[src/cpuPkg.sv]
// Encodings above opPassB are not decoded and give a zero result with the carry cleared
`default_nettype none

package cpuPkg;

  // ALU operation code as delivered by decode
  typedef enum logic [3:0] {
    opAdd   = 4'd0, // A + B
    opAdc   = 4'd1, // A + B + stored carry
    opSub   = 4'd2, // A - B, carry set means no borrow
    opAnd   = 4'd3,
    opOr    = 4'd4,
    opXor   = 4'd5,
    opShl   = 4'd6, // A shifted left by one, MSB into carry
    opShr   = 4'd7, // A shifted right by one, LSB into carry
    opPassB = 4'd8  // Result is operand B
  } aluOpT;

  // Special register indices
  localparam int dataSegIdx  = 14; // Data segment register
  localparam int stackPtrIdx = 15; // Stack pointer

  // True for the operation that consumes the stored carry flag
  function automatic logic readsCarry(input aluOpT op);
    logic uses;
    uses = (op == opAdc);
    return uses;
  endfunction

  // Logic operations and the pass-through leave carry cleared
  function automatic logic isLogicOp(input aluOpT op);
    logic logicOp;
    case (op)
      opAnd,
      opOr,
      opXor,
      opPassB: logicOp = 1'b1;
      default: logicOp = 1'b0;
    endcase
    return logicOp;
  endfunction

endpackage

`default_nettype wire

[src/aluUnit.sv]
// Purely combinational; dataWidth must be at least 4 and shifts move operand A by one bit
`timescale 1ns/1ps
`default_nettype none

module aluUnit import cpuPkg::*; #(
  parameter int dataWidth = 16
) (
  input  wire [dataWidth-1:0]  opA,
  input  wire [dataWidth-1:0]  opB,
  input  wire aluOpT           aluOp,
  input  wire                  carryIn,   // Stored carry flag
  output logic [dataWidth-1:0] aluResult,
  output logic                 carryOut,
  output logic                 zeroOut,
  output logic                 negOut
);

  logic [dataWidth:0]   wide;   // Result with the carry bit on top
  logic [dataWidth-1:0] addB;   // Adder operand B, inverted for subtract
  logic                 addCin; // Adder carry in
  logic [dataWidth:0]   sum;

  // Shared adder for add, add with carry and subtract
  always_comb begin
    if (aluOp == opSub) begin
      addB   = ~opB;
      addCin = 1'b1; // Two's complement of B
    end else begin
      addB   = opB;
      addCin = readsCarry(aluOp) & carryIn;
    end
    sum = {1'b0, opA} + {1'b0, addB} + {{dataWidth{1'b0}}, addCin};
  end

  always_comb begin
    case (aluOp)
      opAdd,
      opAdc,
      opSub: begin
        wide = sum;
      end
      opAnd: begin
        wide = {1'b0, opA & opB};
      end
      opOr: begin
        wide = {1'b0, opA | opB};
      end
      opXor: begin
        wide = {1'b0, opA ^ opB};
      end
      opShl: begin
        wide = {opA, 1'b0}; // MSB of A lands in the carry position
      end
      opShr: begin
        wide = {opA[0], 1'b0, opA[dataWidth-1:1]}; // LSB of A goes to carry
      end
      opPassB: begin
        wide = {1'b0, opB};
      end
      default: begin
        wide = '0;
      end
    endcase
  end

  assign aluResult = wide[dataWidth-1:0];
  assign carryOut  = isLogicOp(aluOp) ? 1'b0 : wide[dataWidth];
  assign zeroOut   = (aluResult == '0);
  assign negOut    = aluResult[dataWidth-1]; // Sign bit of the result

endmodule

`default_nettype wire

[src/regFile.sv]
// regCount must be at least 16; reads are combinational and a pending write is bypassed to both ports
`timescale 1ns/1ps
`default_nettype none

module regFile import cpuPkg::*; #(
  parameter int dataWidth = 16,
  parameter int regCount  = 16
) (
  input  wire                          clk,
  input  wire                          arstN,
  input  wire                          dataReg,  // Port A reads the data segment register
  input  wire                          stackReg, // Port A reads the stack pointer, port B reads zero
  input  wire [$clog2(regCount)-1:0]   readReg1,
  input  wire [$clog2(regCount)-1:0]   readReg2,
  input  wire                          wbEnable,
  input  wire [$clog2(regCount)-1:0]   wbAddr,
  input  wire [dataWidth-1:0]          wbData,
  output logic [dataWidth-1:0]         busA,
  output logic [dataWidth-1:0]         busB
);

  localparam int addrWidth = $clog2(regCount);

  logic [dataWidth-1:0] regs [regCount]; // 0 to 13 general, 14 data segment, 15 stack pointer
  logic [regCount-1:0]  writeSel;        // One-hot write select
  logic [addrWidth-1:0] idxA;            // Port A index after redirection

  // Write address decode, all zero when no write is pending
  always_comb begin
    writeSel = '0;
    if (wbEnable && (wbAddr < regCount)) begin
      writeSel[wbAddr] = 1'b1;
    end
  end

  // Register array with asynchronous clear
  always_ff @(posedge clk or negedge arstN) begin
    if (!arstN) begin
      for (int i = 0; i < regCount; i++) begin
        regs[i] <= '0;
      end
    end else begin
      for (int i = 0; i < regCount; i++) begin
        if (writeSel[i]) begin
          regs[i] <= wbData;
        end
      end
    end
  end

  // Stored value, or the value about to be written when the addresses match
  function automatic logic [dataWidth-1:0] readPort(input logic [addrWidth-1:0] addr);
    logic [dataWidth-1:0] value;
    value = '0;
    if (wbEnable && (wbAddr == addr)) begin
      value = wbData; // Bypass for the instruction issued right after the producer
    end else if (addr < regCount) begin
      value = regs[addr];
    end
    return value;
  endfunction

  // Port A redirection, stack pointer has priority over data segment
  always_comb begin
    if (stackReg) begin
      idxA = addrWidth'(stackPtrIdx);
    end else if (dataReg) begin
      idxA = addrWidth'(dataSegIdx);
    end else begin
      idxA = readReg1;
    end
  end

  always_comb begin
    busA = readPort(idxA);
    if (stackReg) begin
      busB = '0; // Stack operations take a zero second operand
    end else begin
      busB = readPort(readReg2);
    end
  end

endmodule

`default_nettype wire

[src/execStage.sv]
// One cycle from issue to result and write-back; no stall, a new issue is accepted every cycle
`timescale 1ns/1ps
`default_nettype none

module execStage import cpuPkg::*; #(
  parameter int dataWidth = 16,
  parameter int regCount  = 16
) (
  input  wire                          clk,
  input  wire                          arstN,
  input  wire                          issue,     // One-cycle strobe per instruction
  input  wire                          regWrite,
  input  wire [$clog2(regCount)-1:0]   writeReg,
  input  wire aluOpT                   aluOp,
  input  wire                          useImm,
  input  wire [dataWidth-1:0]          immediate,
  input  wire [dataWidth-1:0]          busA,
  input  wire [dataWidth-1:0]          busB,
  output logic [dataWidth-1:0]         result,
  output logic                         resultValid,
  output logic                         flagZero,
  output logic                         flagCarry,
  output logic                         flagNeg,
  output logic                         wbEnable,
  output logic [$clog2(regCount)-1:0]  wbAddr,
  output logic [dataWidth-1:0]         wbData
);

  localparam int addrWidth = $clog2(regCount);

  logic [dataWidth-1:0] opB;
  logic [dataWidth-1:0] aluResult;
  logic                 carryOut;
  logic                 zeroOut;
  logic                 negOut;
  logic [dataWidth-1:0] resultQ;
  logic [addrWidth-1:0] writeRegQ;
  logic                 regWriteQ;
  logic                 validQ;

  assign opB = useImm ? immediate : busB;

  aluUnit #(
    .dataWidth(dataWidth)
  ) uAlu (
    .opA      (busA),
    .opB      (opB),
    .aluOp    (aluOp),
    .carryIn  (flagCarry), // Stored carry for add with carry chains
    .aluResult(aluResult),
    .carryOut (carryOut),
    .zeroOut  (zeroOut),
    .negOut   (negOut)
  );

  // Control and flags
  always_ff @(posedge clk or negedge arstN) begin
    if (!arstN) begin
      validQ    <= 1'b0;
      regWriteQ <= 1'b0;
      flagZero  <= 1'b0;
      flagCarry <= 1'b0;
      flagNeg   <= 1'b0;
    end else begin
      validQ <= issue;
      if (issue) begin
        regWriteQ <= regWrite;
        flagZero  <= zeroOut;
        flagCarry <= carryOut;
        flagNeg   <= negOut;
      end
    end
  end

  // Result pipeline register
  always_ff @(posedge clk) begin
    if (issue) begin
      resultQ   <= aluResult;
      writeRegQ <= writeReg;
    end
  end

  assign result      = resultQ;
  assign resultValid = validQ;
  assign wbData      = resultQ;
  assign wbAddr      = writeRegQ;
  assign wbEnable    = validQ & regWriteQ; // Register written at the next edge

endmodule

`default_nettype wire

[src/datapathCore.sv]
// Decoded control is taken as plain strobes and levels; regCount at least 16, dataWidth at least 4
`timescale 1ns/1ps
`default_nettype none

module datapathCore import cpuPkg::*; #(
  parameter int dataWidth = 16,
  parameter int regCount  = 16
) (
  input  wire                          clk,
  input  wire                          arstN,

  // Decoded instruction
  input  wire                          issue,
  input  wire                          regWrite,
  input  wire                          dataReg,
  input  wire                          stackReg,
  input  wire [$clog2(regCount)-1:0]   readReg1,
  input  wire [$clog2(regCount)-1:0]   readReg2,
  input  wire [$clog2(regCount)-1:0]   writeReg,
  input  wire aluOpT                   aluOp,
  input  wire                          useImm,
  input  wire [dataWidth-1:0]          immediate,

  // Execute results
  output logic [dataWidth-1:0]         result,
  output logic                         resultValid,
  output logic                         flagZero,
  output logic                         flagCarry,
  output logic                         flagNeg
);

  localparam int addrWidth = $clog2(regCount);

  // Operand buses, combinational from the register file
  logic [dataWidth-1:0] busA;
  logic [dataWidth-1:0] busB;

  // Write-back port
  logic                 wbEnable;
  logic [addrWidth-1:0] wbAddr;
  logic [dataWidth-1:0] wbData;

  regFile #(
    .dataWidth(dataWidth),
    .regCount (regCount)
  ) uRegFile (
    .clk     (clk),
    .arstN   (arstN),
    .dataReg (dataReg),
    .stackReg(stackReg),
    .readReg1(readReg1),
    .readReg2(readReg2),
    .wbEnable(wbEnable),
    .wbAddr  (wbAddr),
    .wbData  (wbData),
    .busA    (busA),
    .busB    (busB)
  );

  execStage #(
    .dataWidth(dataWidth),
    .regCount (regCount)
  ) uExec (
    .clk        (clk),
    .arstN      (arstN),
    .issue      (issue),
    .regWrite   (regWrite),
    .writeReg   (writeReg),
    .aluOp      (aluOp),
    .useImm     (useImm),
    .immediate  (immediate),
    .busA       (busA),
    .busB       (busB),
    .result     (result),
    .resultValid(resultValid),
    .flagZero   (flagZero),
    .flagCarry  (flagCarry),
    .flagNeg    (flagNeg),
    .wbEnable   (wbEnable),
    .wbAddr     (wbAddr),
    .wbData     (wbData)
  );

endmodule

`default_nettype wire

[config.mk]
export PLATFORM = sky130hd
export DESIGN_NAME = datapathCore
export DESIGN_NICKNAME = d
export VERILOG_FILES = /design/src/cpuPkg.sv /design/src/aluUnit.sv /design/src/regFile.sv /design/src/execStage.sv /design/src/datapathCore.sv
export SDC_FILE = /design/constraint.sdc
export NUM_CORES = 1
export LEC_CHECK = 0
export BUFFER_PORTS_ARGS = -buffer_cell sky130_fd_sc_hd__buf_2
export CAP_MARGIN = 20
export CORE_MARGIN = 3
export CORE_UTILIZATION = 60
export DETAILED_ROUTE_END_ITERATION = 8
export PLACE_DENSITY = 0.87
export SYNTH_ARGS = -nofsm -noshare
export SYNTH_HDL_FRONTEND = slang
export SYNTH_SLANG_ARGS = --single-unit
[constraint.sdc]
create_clock -name clk -period 14.2 [get_ports clk]
set_input_delay 2.84 -clock clk [delete_from_list [all_inputs] [get_ports clk]]
set_output_delay 2.84 -clock clk [all_outputs]
set_load 0.02 [all_outputs]
Yosys cells after proc, flatten, opt, wreduce, memory -nomap -nowiden
Cells that the tools add are included.
{"block": "classes", "addsub": 2, "order_cmp": 4, "eq_ne": 10, "n_mux": 20, "bitwise_logic": 8, "n_reduce_logical": 7}
{"cell": "$mux W16", "n": 10}
{"cell": "$bmux W16 S4", "n": 2}
{"cell": "$pmux W17 S7", "n": 1}
{"cell": "$add A16 B16 Y17", "n": 1}
{"cell": "$add A17 B1 Y17", "n": 1}
{"cell": "$and A16 B16 Y16", "n": 1}
{"cell": "$eq A4 B3 Y1 const B", "n": 4}
{"cell": "$logic_not A16 Y1", "n": 1}
{"cell": "$not A16 Y16", "n": 1}
{"cell": "$or A16 B16 Y16", "n": 1}
{"cell": "$xor A16 B16 Y16", "n": 1}
{"cell": "$ge A5 B5 Y1 const B", "n": 2}
{"cell": "$not A4 Y5", "n": 2}
{"cell": "$eq A4 B2 Y1 const B", "n": 2}
{"cell": "$eq A4 B4 Y1", "n": 2}
{"cell": "$mux W4", "n": 2}
{"cell": "$lt A4 B5 Y1 const B", "n": 1}
{"cell": "$demux W1 S4", "n": 1}
{"cell": "$eq A4 B1 Y1 const B", "n": 1}
{"cell": "$eq A4 B4 Y1 const B", "n": 1}
{"cell": "$ge A4 B1 Y1 const B", "n": 1}
{"cell": "$logic_not A4 Y1", "n": 1}
{"cell": "$mux W1", "n": 4}
{"cell": "$reduce_or A4 Y1", "n": 1}
{"cell": "other kinds (3)", "n": 6}
{"block": "totals", "regBits": 281, "elab_cells": 74}

Depth between registers and ports, before layout
{"block": "logic_depth", "ltp_word": 13, "mapped_depth": 24, "ltp_nobuf": 20}

Cells and area by module
From an unflattened synthesis, not the netlist that was laid out.
{"block": "unflattened", "hier_cells": 1536, "area_unflattened_um2": 18380.1}
{"mod": "regFile", "instances": 1, "cells_each": 1116, "area_per_inst_um2": 14622.8, "seq_area_each_um2": 6406.1}
{"mod": "aluUnit", "instances": 1, "cells_each": 356, "area_per_inst_um2": 2611.3, "seq_area_each_um2": 0.0}
{"mod": "execStage", "instances": 1, "cells_each": 64, "area_per_inst_um2": 1146.1, "seq_area_each_um2": 725.7}

Least setup slack after synthesis
Ideal clock, no wire load.
{"block": "synth_path", "path_kind": "in2reg", "from": "in readReg2[0]", "to": "reg uExec.flagZero", "arrival_time_ns": 7.360, "required_time_ns": 14.096, "path_slack_ns": 6.736, "stages": 22, "n_path_buf": 4, "cell_sequence": "buf_2 > buf_2 > buf_1 > buf_1 > mux4_2 > a22oi_1 > a21oi_1 > a21oi_1 > o21ai_0 > xor2_1 > inv_1 > fa_1 > nand2b_1 > a21oi_1 > o21a_1 > a31oi_1 > xnor2_1 > a221oi_1 > nand3_1 > nor4_1 > nand4bb_1 > o41ai_2"}
{"block": "synth_via", "elab_chain_cells": 13}
{"element": "start: declaration", "line": "datapathCore.sv:18", "source": "input wire [$clog2(regCount)-1:0] readReg2,"}
{"element": "$not A4 Y5 (not written as such)", "line": "regFile.sv:58", "source": "value = regs[addr];"}
{"element": "$bmux W16 S4", "line": "regFile.sv:58"}
{"element": "$mux W16 (not written as such) (2 in a row)", "line": "regFile.sv:58"}
{"element": "$mux W16 *", "line": "regFile.sv:55", "source": "if (wbEnable && (wbAddr == addr)) begin"}
{"element": "$mux W16 *", "line": "regFile.sv:76", "source": "if (stackReg) begin"}
{"element": "$mux W16 *", "line": "execStage.sv:41", "source": "assign opB = useImm ? immediate : busB;"}
{"element": "$not A16 Y16", "line": "aluUnit.sv:26", "source": "addB = ~opB;"}
{"element": "$mux W16", "line": "aluUnit.sv:25", "source": "if (aluOp == opSub) begin"}
{"element": "$add A16 B16 Y17", "line": "aluUnit.sv:32", "source": "sum = {1'b0, opA} + {1'b0, addB} + {{dataWidth{1'b0}}, addCin};"}
{"element": "$add A17 B1 Y17", "line": "aluUnit.sv:32"}
{"element": "$pmux W17 S7 *", "line": "aluUnit.sv:36", "source": "case (aluOp)"}
{"element": "via uExec.aluResult[10]", "line": "execStage.sv:32", "source": "logic [dataWidth-1:0] aluResult;"}
{"element": "$logic_not A16 Y1 *", "line": "aluUnit.sv:68", "source": "assign zeroOut = (aluResult == '0);"}
{"element": "end signal: assignment", "line": "execStage.sv:68", "source": "flagZero <= zeroOut;"}
{"element": "end: declaration", "line": "execStage.sv:21", "source": "output logic flagZero,"}
The timed path passes the listed nets; every way through them passes the cells marked *. The select of a mux whose other input is x is not followed.
A chain may end at the register's enable or synchronous reset.

Worst setup path after layout
{"block": "layout_path", "from": "in dataReg", "to": "reg uExec.flagZero"}
{"block": "layout_via", "elab_chain_cells": 11}
{"element": "start: declaration", "line": "datapathCore.sv:15", "source": "input wire dataReg,"}
{"element": "$mux W4 *", "line": "regFile.sv:67", "source": "end else if (dataReg) begin"}
{"element": "$mux W4 *", "line": "regFile.sv:65", "source": "if (stackReg) begin"}
{"element": "$not A4 Y5 (not written as such)", "line": "regFile.sv:58"}
{"element": "$bmux W16 S4", "line": "regFile.sv:58"}
{"element": "$mux W16 (not written as such) (2 in a row)", "line": "regFile.sv:58"}
{"element": "$mux W16 *", "line": "regFile.sv:55"}
{"element": "$add A16 B16 Y17", "line": "aluUnit.sv:32"}
{"element": "$add A17 B1 Y17", "line": "aluUnit.sv:32"}
{"element": "$pmux W17 S7 *", "line": "aluUnit.sv:36"}
{"element": "via uExec.aluResult[10]", "line": "execStage.sv:32"}
{"element": "$logic_not A16 Y1 *", "line": "aluUnit.sv:68"}
Marked as above.

==> results.cfg <==
[synthesis]
synthDominantCellAreaShare_pct = 36.8
syn_area_um2 = 17800
yosysWarnings = 0
synth_nets = 1648
syn_avg_cell_area_um2 = 11.4
ys.flop_type = dfrtp_1
yosysUniqueCellTypes = 82
synth-seq-cells = 281
synth-async-reset-ratio_pct = 92.9
synth_edf_count = 20
ys_seq_area_share_pct = 40.1
yosysTopAreaCell = dfrtp_1
synth_common_cells = mux2_2, dfrtp_1, nand2_1, clkbuf_1, a21oi_1
synthTopCellsByArea = dfrtp_1, mux2_2, mux4_2, edfxtp_1, ha_1
syn_inst = 1560
yosysMostFrequentCell = mux2_2

[placement]
place_area_um2 = 18400
dp_hpwl_mm = 37.9
gp_congestion = 0.962
io_buffer_count = 58

[power]
vdd.ir_drop.worst_uv = 119
power.density_nw_per_um2 = 143
p_leak_nw = 8.55

[critical_path]
crit_type = input port to flip-flop
crit_path_cell_trace = buf_2 > or3_4 > nor4b_2 > a311oi_4 > or2_1 > o211ai_1 > and2_1 > ha_1 > a2111o_1 > o21a_1 > a31oi_1 > xnor2_1 > a221oi_1 > nand3_1 > nor4_1 > nand4bb_1 > o41ai_2
critPathMaxFanout = 31
worst_setup_path_start_kind = input port
arrival_ns = 8.91
cp_top_family = simple AND/OR/NAND/NOR gates
path_buf_inv = 1
crit_path_end_kind = flip-flop
required_ns = 14.66
slowest_stage = or2_1
max_stage_delay_ns = 0.91

[route]
ant_nets = 0
drtIter0Drc = 2391
wirelength_mm = 58.9
vias = 14800
drc = 0
wire_per_inst_um = 29.9
drt_first_pass_iters = 9
avgViaCountPerCell = 7.52

[min_path]
hp-class = flip-flop to flip-flop

[clock_tree]
cts-buffers-inserted = 30
h-tree-depth = 1
root_buffer = clkbuf_16
cts_sinks = 281
post_cts_resized = 0
clk_pin_slew_ns = 0.06
holdBufCountCts = 0
postCtsSetupBuffers = 0
cts_tree = done
ctsLongestPathBuffers = 3
clock_latency_ns = 0.61

[final_layout]
nets = 1648
area_delta_synth_final_pct = 8.72
drive_gt1_share_pct = 32.8
fillers = 2074
fin_area_um2 = 19300

[sta]
finalCritPeriodShare_pct = 59.5
period_minus_slack_ns = 8.45
finalMaxSlewViolations = 0
tightest_slew_ns = 1.29
slew_headroom_pct = 13.1
fin_skew_ns = 0.0535
hold_viol = 0
clock.fmax_mhz = 118
setup_viol = 0
tns_ns = 0
grt_setup_unrepaired = no

[global_routing]
overflow = 0
antenna_found_initial = 0
grt_pass1_wl_mm = 90.1
grt_pass1_vias = 14900
grt_use_total_pct = 37.5
grt_max_degree = 135

[die]
num_rows = 62
die-area_um2 = 31700
die_x_um = 178
core_um2 = 28900
start_util_pct = 61.4
num_io_pins = 59
die_h_um = 178

[run_status]
outcome = completed

[flow_run]
cap_violations = 0
## through the flow
| step | setup slack [ns] | std cells | power (W) | util (%) | hold WS, ns |
|---|---|---|---|---|---|
| 3_3_place_gp | 5.61 | 1912 | 0.00191 | 63.5 | 0.477 |
| 3_5_place_dp | 5.44 | 1912 | 0.00195 | 63.5 | 0.493 |
| 5_1_grt | 5.55 | 1967 | 0.00286 | 66.8 | 0.526 |
| 2_1_floorplan | 6.74 | 1560 | 0.00170 | - | 0.460 |
| 6_report | 5.75 | 1968 | 0.00276 | 66.8 | 0.498 |
| 4_1_cts | 5.98 | 1967 | 0.00272 | 66.8 | 0.508 |
## routing by layer
layer | vias up | share of wire, % | global-route usage, %
met3 | 375 | 13 | 11.2
met5 | - | 0 | 0
met1 | 7219 | 36 | 49.6
met4 | 0 | 7.6 | 22.8
met2 | 1300 | 43 | 54.7
li1 | 5899 | - | -
## placed cells by master (no fill, tap or decap), types with 5 or more instances in the layout
cell       instances
mux2_2           266
a21oi_1           83
clkinv_2           7
a32oi_1            7
inv_1             60
o21ai_0           66
buf_2             56
a22o_1             5
edfxtp_1          20
a211oi_1          18
nor2_2            11
and3_1             5
nand2_1           91
or3_1              7
o221ai_1          18
clkbuf_16         30
buf_4             41
mux2i_1           48
nand2b_1          12
mux4_2            78
o211ai_1          23
a22oi_1           32
a21o_1             6
nand3_1           17
dfrtp_1          261
a31oi_1           17
nor2_1            45
clkbuf_8           6
clkbuf_1           8
nor2b_1           11
nor3_1            16
xor2_1            21
a221o_1            8
ha_1              47
o21a_1             5
a221oi_1          21
xnor2_1           13
## layout make-up
cell class                      count  area, um^2  area share [%]
Antenna cell                        1        2.50          0.0130
Clock buffer                       44         863            4.47
Clock inverter                     11        88.8           0.460
Inverter                           61         229            1.19
Multi-Input combinational cell   1088        9920            51.3
Sequential cell                   281        7130            36.9
Tap cell                          384         480            2.49
Timing Repair Buffer               98         603            3.12
## registers in the layout, indices dropped and copies added, names as in the netlist
| signal | count |
|---|---|
| uExec.flagCarry | 1 |
| uExec.flagNeg | 1 |
| uExec.flagZero | 1 |
| uExec.regWriteQ | 1 |
| uExec.result | 16 |
| uExec.resultValid | 1 |
| uExec.wbAddr | 4 |
| uRegFile.regs | 256 |
## worst reg2reg max path, stage by stage, from the launching register on
cell	delay, ns
edfxtp_1	0.71
xor2_1	0.20
nor2_1	0.09
a311oi_4	0.51
or2_1	0.91
o211ai_1	0.53
and2_1	0.37
ha_1	0.37
a2111o_1	0.45
o21a_1	0.22
a31oi_1	0.20
xnor2_1	0.08
a221oi_1	0.28
nand3_1	0.14
nor4_1	0.38
nand4bb_1	0.22
o41ai_2	0.31
## final timing paths
check | start | endpoint | slack [ns] | cells after the start
worst max-delay path | dataReg | uExec.flagZero | 5.75 | 17
worst min-delay path | uExec.flagZero | uExec.flagZero | 0.50 | 2
worst max register to register | uExec.wbAddr[2] | uExec.flagZero | 8.13 | 16
worst min register to register | uExec.flagZero | uExec.flagZero | 0.50 | 2
max in group asynchronous | arstN | uRegFile.regs[118] | 9.47 | 3
min in group asynchronous | arstN | uRegFile.regs[30] | 2.36 | 1
## power breakdown
group / switching (W) / leakage (nW) / internal (W)
sequential: 0.000202 / 3.63 / 0.00101
clock: 0.000348 / 0.475 / 0.000424
combinational: 0.000388 / 4.44 / 0.000391
## logic make-up after synthesis
family	after synthesis	synth area share, %
simple gates	256	7.11
mux	395	29.6
buf+inv	191	4.33
flops	281	40.1
xor+xnor	34	1.68
compound gates	354	13.6
fa+ha+maj	49	3.53
Note: power is estimated with default switching activity, not from simulation.
